--- src/blake2b_pkg.sv ---
// BLAKE2b constants, message schedule and G word mapping
// Width typedefs shared by the hash pipeline
`default_nettype none

package blake2b_pkg;

  typedef logic [63:0]   b2b_word_t;   // One state or message word
  typedef logic [511:0]  b2b_hash_t;   // Chain value or digest, word 0 in the low bits
  typedef logic [1023:0] b2b_vec_t;    // Local work vector v[0..15]
  typedef logic [1023:0] b2b_block_t;  // Message block, byte 0 in bits 7:0
  typedef logic [7:0]    b2b_len_t;    // Byte count, 0 to 128

  localparam int NUM_ROUNDS = 12;

  // Initialization vector, word 0 at index 0
  localparam logic [7:0][63:0] IV = {
    64'h5be0cd19137e2179,
    64'h1f83d9abfb41bd6b,
    64'h9b05688c2b3e6c1f,
    64'h510e527fade682d1,
    64'ha54ff53a5f1d36f1,
    64'h3c6ef372fe94f82b,
    64'hbb67ae8584caa73b,
    64'h6a09e667f3bcc908
  };

  // Message word schedule, one row per round, rounds 10 and 11 reuse rows 0 and 1
  // Each hex digit is one message word index, leftmost digit is entry 0
  localparam logic [0:9][0:15][3:0] SIGMA = {
    64'h0123456789abcdef,
    64'hea489fd61c02b753,
    64'hb8c052fdae367194,
    64'h7931dcbe265a40f8,
    64'h905724afe1bc683d,
    64'h2c6a0b834d75fe19,
    64'hc51fed4a0763928b,
    64'hdb7ec13950f4862a,
    64'h6fe9b308c2d714a5,
    64'ha2847615fb9e3cd0
  };

  // Work vector indices a,b,c,d for each G
  // Entries 0..15 are the four column Gs, 16..31 the four diagonal Gs
  localparam logic [0:31][3:0] G_MAPPING = {
    16'h048c,  // Column 0
    16'h159d,  // Column 1
    16'h26ae,  // Column 2
    16'h37bf,  // Column 3
    16'h05af,  // Diagonal 0
    16'h16bc,  // Diagonal 1
    16'h278d,  // Diagonal 2
    16'h349e   // Diagonal 3
  };

endpackage

`default_nettype wire
--- src/blake2b_digest_fifo.sv ---
// Show-ahead digest FIFO with tag
// Returns one credit to the ingress per pop
`timescale 1ns/1ps
`default_nettype none

module blake2b_digest_fifo
  import blake2b_pkg::*;
#(
  parameter int TAG_W      = 8,
  parameter int FIFO_DEPTH = 4   // Power of two, at least 2
) (
  input  wire              i_clk,
  input  wire              i_rst,
  input  wire              i_push,
  input  wire b2b_hash_t   i_hash,
  input  wire [TAG_W-1:0]  i_tag,
  output logic             o_hash_valid,
  output b2b_hash_t        o_hash,
  output logic [TAG_W-1:0] o_hash_tag,
  input  wire              i_hash_ready,
  output logic             o_credit
);

  localparam int PTR_W = $clog2(FIFO_DEPTH);
  localparam int CNT_W = $clog2(FIFO_DEPTH + 1);

  b2b_hash_t        hash_mem [FIFO_DEPTH];
  logic [TAG_W-1:0] tag_mem  [FIFO_DEPTH];
  logic [PTR_W-1:0] wr_ptr;  // Wraps naturally at the depth
  logic [PTR_W-1:0] rd_ptr;
  logic [CNT_W-1:0] count;
  logic             pop;
  logic             full;

  assign o_hash_valid = (count != '0);
  assign full         = (count == CNT_W'(FIFO_DEPTH));
  assign pop          = o_hash_valid && i_hash_ready;
  assign o_credit     = pop;               // Single cycle per pop
  assign o_hash       = hash_mem[rd_ptr];  // Head entry shown directly
  assign o_hash_tag   = tag_mem[rd_ptr];

  always_ff @(posedge i_clk) begin
    if (i_push) begin
      hash_mem[wr_ptr] <= i_hash;
      tag_mem[wr_ptr]  <= i_tag;
    end
  end

  always_ff @(posedge i_clk) begin
    if (i_rst) begin
      wr_ptr <= '0;
      rd_ptr <= '0;
      count  <= '0;
    end else begin
      if (i_push) wr_ptr <= wr_ptr + 1'b1;
      if (pop)    rd_ptr <= rd_ptr + 1'b1;
      case ({i_push, pop})
        2'b10:   count <= count + 1'b1;
        2'b01:   count <= count - 1'b1;
        default: count <= count;
      endcase
    end
  end

  // Ingress credits must keep the pipeline from pushing into a full buffer
  a_no_overflow: assert property (@(posedge i_clk) disable iff (i_rst)
    i_push |-> !full)
    else $error("digest pushed into full FIFO");

endmodule

`default_nettype wire

--- config.mk ---
export PLATFORM = sky130hd
export DESIGN_NAME = blake2b_digest_fifo
export DESIGN_NICKNAME = d
export VERILOG_FILES = /design/src/blake2b_pkg.sv /design/src/blake2b_digest_fifo.sv
export SDC_FILE = /design/constraint.sdc
export NUM_CORES = 1
export LEC_CHECK = 0
export BUFFER_PORTS_ARGS = -buffer_cell sky130_fd_sc_hd__buf_4
export CAP_MARGIN = 25
export CORE_AREA = 5 5 401 403
export DETAILED_ROUTE_END_ITERATION = 7
export DIE_AREA = 0 0 406 408
export GPL_TIMING_DRIVEN = 0
export MAX_ROUTING_LAYER = met4
export PLACE_DENSITY = 0.68
export SYNTH_ARGS = -nofsm -noshare
export SYNTH_HDL_FRONTEND = slang
export SYNTH_SLANG_ARGS = --single-unit
--- constraint.sdc ---
create_clock -name i_clk -period 23.6 [get_ports i_clk]
set_clock_uncertainty 0.2 [all_clocks]
set_input_delay 4.72 -clock i_clk [delete_from_list [all_inputs] [get_ports i_clk]]
set_output_delay 4.72 -clock i_clk [all_outputs]
set_load 0.1 [all_outputs]
==> flow_summary.ini, run 1 <==
[logic_synthesis]
synth_seq_cells = 2089
yosysTopAreaCellShare = 0.822
syn-num-nets = 3293
synth_area_leaders = edfxtp_1, mux4_2, buf_12
postSynthAreaPerCell_um2 = 27.5
synth.distinct_cells = 21
yosysTopAreaCell = edfxtp_1
yosysSeqAreaShare = 0.824
ys_warn_count = 0
syn_inst = 2763
netlist_area_um2 = 76000

[route]
dr.pass1.iters = 7
ant_nets = 0
dr.first_iter.drc_count = 2594
wire_per_inst_um = 27.9
vias_per_cell = 5.44
vias = 34500
wirelength_mm = 177
drc = 0

[clock_network]
clock-sinks = 2089
tritoncts = done
ctsResizeCount = 0
cts_setup_buffers = 0
cts_buffer_depth = 3
cts-root-buf = clkbuf_16
cts_hold_buf = 0
cts.htree.levels = 4
clock_latency_ps = 770
numCtsBuffers = 206
clk_pin_slew_worst_paths_ps = 60

[finish]
syn2layout_area_growth_pct = 24.1
multiInputGateArea_um2 = 12000
register_area_um2 = 62600
drive_above_1_share = 0.473
nets = 4589
fillers = 10800
fin_area_um2 = 94400
final_common_cell = edfxtp_1
utilization = 0.601
final_cell_mix = edfxtp_1, buf_4, mux4_2

[floorplan]
io_pins = 1046
fp.dieH_um = 408
die-area_um2 = 166000
die_w_um = 406
core_um2 = 157000
start_util = 0.484
rows = 146

[power]
combPwrFrac = 0.350
leakage_uw = 0.0315
p_total_uw = 11500
swShare = 0.377
power_density_nw_per_um2 = 122
irDropWorstVdd_mv = 0.0917
p_clk_frac = 0.276
seqPwrFrac = 0.375
internal-power_uw = 7160
p_switching_uw = 4330

[critical_path]
path_cells = buf_4 -> o31a_1 -> buf_4
critical_path.max_fanout = 3
cpPeakStageDelay_ps = 340
cp.arrival_ps = 5360
startpoint_type = input pin
critPathCaptureType = output port
crit_required_ps = 18680
crit_top_cell = buf_4
crit_type = in -> out
slowest_stage = buf_4

[sta]
period_share = 0.436
whs_ps = 336
fin_crit_ps = 10280
max_slew_margin = 0.488
rsz0062_at_grt = no
setup_viol = 0
final.setup.worst_slack_ps = 13320
hold_viol = 0
tightest_slew_ps = 769
fmax_mhz = 97.2
slew_viol_final = 0

[global_route]
grt_pass1_vias = 36100
grt_pass1_wl_mm = 253
grt_overflow = 0
antenna_found_initial = 43
grt_util_all_layers = 0.218
grt_start_max_net_pins = 57

[hold_path]
hold_path_class = reg -> reg

[placement]
dpl_cell_area_um2 = 87600
dp_hpwl_mm = 122
routabilityCongestion = 0.781
port_buffers = 1044
preCtsSetupSlack_ps = 13320

[run_status]
status = completed

[flow_run]
cap_violations = 0
synth_stat cells:
cell / number
mux4_2: 520
o311ai_0: 1
buf_2: 51
inv_1: 6
xor2_1: 3
mux2i_1: 1
o31a_1: 1
dfxtp_1: 9
buf_4: 2
fa_1: 1
and2_1: 4
xnor2_1: 2
or3_1: 2
nor2_1: 8
a21oi_1: 2
edfxtp_1: 2080
o21ai_0: 1
clkbuf_1: 8
buf_6: 1
buf_12: 55
ha_1: 5
sequential cells by signal (all words and copies together), names as in the netlist, named ones only:
name and flops:
wr_ptr 2, count 3, hash_mem 2048, tag_mem 32
rd_ptr 2
power groups by stage:
stage          clock network [µW]  logic, µW  registers [µW]
2_1_floorplan                   0       3120            4470
3_3_place_gp                    0       4020            4560
3_5_place_dp                    0       4050            4380
4_1_cts                      3240       4060            4310
5_1_grt                      3410       4130            4310
6_report                     3170       4020            4300
cells by family after synthesis:
logic type / Yosys count / share of synthesized area
AOI/OAI and AO/OA: 5 / 0.000428
xor gates and xnor gates: 5 / 0.000576
adders and majority gates: 6 / 0.00109
buffers and inverters: 123 / 0.0189
DFF: 2089 / 0.824
muxes: 521 / 0.154
and+or+nand+nor: 14 / 0.000889
metrics by stage:
step,cells,setup TNS (ps)
5_1_grt,6346,0
3_3_place_gp,5879,-7877840
2_1_floorplan,2763,0
4_1_cts,6306,0
6_report,6349,0
3_5_place_dp,5923,0
worst paths after layout:
check / startpoint / endpoint / slack (ps) / cells past startpoint
worst max-delay path: i_hash_ready / o_credit / 13320 / 3
worst min-delay path: count[2] / count[2] / 340 / 2
worst max register to register: wr_ptr[0] / hash_mem[2][160] / 20440 / 8
worst min register to register: count[2] / count[2] / 340 / 2
layout make-up:
class | instances | share of cell area
Multi-Input combinational cell | 551 | 0.127
Clock buffer | 259 | 0.0586
Timing Repair Buffer | 1088 | 0.0954
Tap cell | 2072 | 0.0275
Clock inverter | 124 | 0.0115
Buffer | 117 | 0.0150
Antenna cell | 43 | 0.00114
Inverter | 6 | 0.000239
Sequential cell | 2089 | 0.664
per-layer routing:
layer / vias up / global-route usage / routed length [µm]
li1: 14800 / - / -
met1: 18200 / 0.249 / 62600
met2: 1258 / 0.354 / 90900
met3: 270 / 0.0840 / 18100
met4: 0 / 0.0792 / 5790
met5: - / - / 0
worst max-delay path, delay by kind of cell:
family,cells,cell delay [ps]
buffers and inverters,2,420
AOI/OAI and AO/OA,1,190
(Power assumes the default switching activity.)
==> run 2, diff against run 1 <==
- CORE_AREA: 5 5 401 403 -> 5 5 400 402
- DIE_AREA: 0 0 406 408 -> 0 0 405 407
- PLACE_DENSITY: 0.68 -> 0.71
- clock period: 23.6 -> 8.9 ns (I/O delays scaled with it)
==> run 2 against run 1 <==
Against the previous run: power rose to 2.6 times the previous value; cell count is 0.36% lower; first-iteration DRC count increased by 24%; critical path depth up 2; sequential share of layout area up 0.21 points; global-route usage increased by 0.52 points; count of clock-buffer cells in the layout decreased by 8; hold slack worse by 6.6 ps; sequential power grew to 2.7 times the previous value; critical endpoint is now o_hash[386]; die area decreased by 0.49%.
==> flow_summary.ini, run 2 (synthesis results as in run 1) <==
[sta]
max_slew_margin = 0.393
period_share = 0.600
setup_viol = 0
tightest_slew_ps = 911
slew_viol_final = 0
fin_crit_ps = 5340
fmax_mhz = 187
hold_viol = 0
rsz0062_at_grt = no

[finish]
fillers = 10600
drive_above_1_share = 0.472
largest_register_ffs = 2048
nets = 4581
utilization = 0.604
final_cell_mix = edfxtp_1, buf_4, mux4_2
final_cells = 6326
register_area_um2 = 62600
top_register = hash_mem
reg.largest.list = hash_mem: 2048 flops, tag_mem: 32 flops, count: 3 flops
final_common_cell = edfxtp_1
syn2layout_area_growth_pct = 23.7
multiInputGateArea_um2 = 12000

[route]
dr.first_iter.drc_count = 3206
wirelength_mm = 182
drc = 0
vias = 35000
ant_nets = 0
dr.pass1.iters = 5
vias_per_cell = 5.53
wire_per_inst_um = 28.8

[flow_run]
cap_violations = 0

[critical_path]
crit_type = reg -> out
cp.arrival_ps = 3360
critical_path.max_fanout = 10
rr_startpoint = wr_ptr[0]
critPathCaptureType = output port
crit_required_ps = 6920
startpoint_type = flip-flop

[hold_path]
min-delay-start = count[2]
hold_path_class = reg -> reg

[clock_network]
tritoncts = done
clk_pin_slew_worst_paths_ps = 60
clock_latency_ps = 800
clock-sinks = 2089
cts_hold_buf = 0
cts_buffer_depth = 3
cts.htree.levels = 4
numCtsBuffers = 200
cts_setup_buffers = 0
ctsResizeCount = 0
cts-root-buf = clkbuf_16

[placement]
routabilityCongestion = 0.801
dp.cells = 5907
dp_hpwl_mm = 126
port_buffers = 1044

[global_route]
grt_util_all_layers = 0.224
grt_pass1_vias = 36500
grt_pass1_wl_mm = 257
grt_overflow = 0
grt_start_max_net_pins = 59
antenna_found_initial = 50

[power]
irDropWorstVdd_mv = 0.310
power_density_nw_per_um2 = 322
p_total_uw = 30300
leakage_uw = 0.0314

[floorplan]
fp.dieH_um = 407
die-area_um2 = 165000
rows = 145
start_util = 0.488
core_um2 = 156000
io_pins = 1046
die_w_um = 405

[run_status]
status = completed
## run 2: cell types whose count changed in the layout (fill, tap and decap cells not counted), moves of 2 or more
cell,change
buf_12,-5
buf_16,+2
clkbuf_1,+4
clkbuf_16,-12
clkinv_1,-6
clkinv_2,+2
diode_2,+2
inv_16,+2
inv_6,+2
## run 2: metal layers
metal | up-vias | global-route usage | part of all wire
li1 | 14800 | - | -
met1 | 18500 | 0.262 | 0.35
met2 | 1449 | 0.364 | 0.52
met5 | - | - | 0
met3 | 282 | 0.0802 | 0.10
met4 | 0 | 0.0748 | 0.031
## run 2: report_power, final
| part | internal, µW | switching (µW) |
|---|---|---|
| clock | 4620 | 3560 |
| combinational | 2810 | 7910 |
| sequential | 11300 | 98.3 |
| total | 18800 | 11600 |
## run 2: path summary, 6_finish.rpt
| check | slack (ps) | to | cells past startpoint |
|---|---|---|---|
| setup reg to reg | 5240 | hash_mem[0][155] | 8 |
| hold / removal | 330 | count[2] | 2 |
| hold reg to reg | 330 | count[2] | 2 |
| setup / recovery | 3560 | o_hash[386] | 5 |
## run 2: critical path: stages (launching register included)
cell	delay, ps
dfxtp_1	300
buf_2	400
clkbuf_1	640
buf_2	490
mux4_2	430
buf_4	260
## run 2: final cells by class
cell class / count / area share
antenna: 45 / 0.00120
tap: 2058 / 0.0274
timing repair buffer: 1086 / 0.0954
clock buffer: 251 / 0.0557
inverter: 6 / 0.000239
buffer: 117 / 0.0150
multi-input combinational: 551 / 0.127
sequential: 2089 / 0.666
clock inverter: 123 / 0.0120
## run 2: per-stage QoR
step,setup TNS [ps],setup WS (ps),cell area [µm²],hold slack [ps]
after floorplan,-2963920,-5700,76000,275
after global placement,-,-15320,86400,295
after detailed placement,0,3810,87600,316
after CTS,0,3370,94000,325
after global routing,0,3420,94100,375
final,0,3560,94100,329
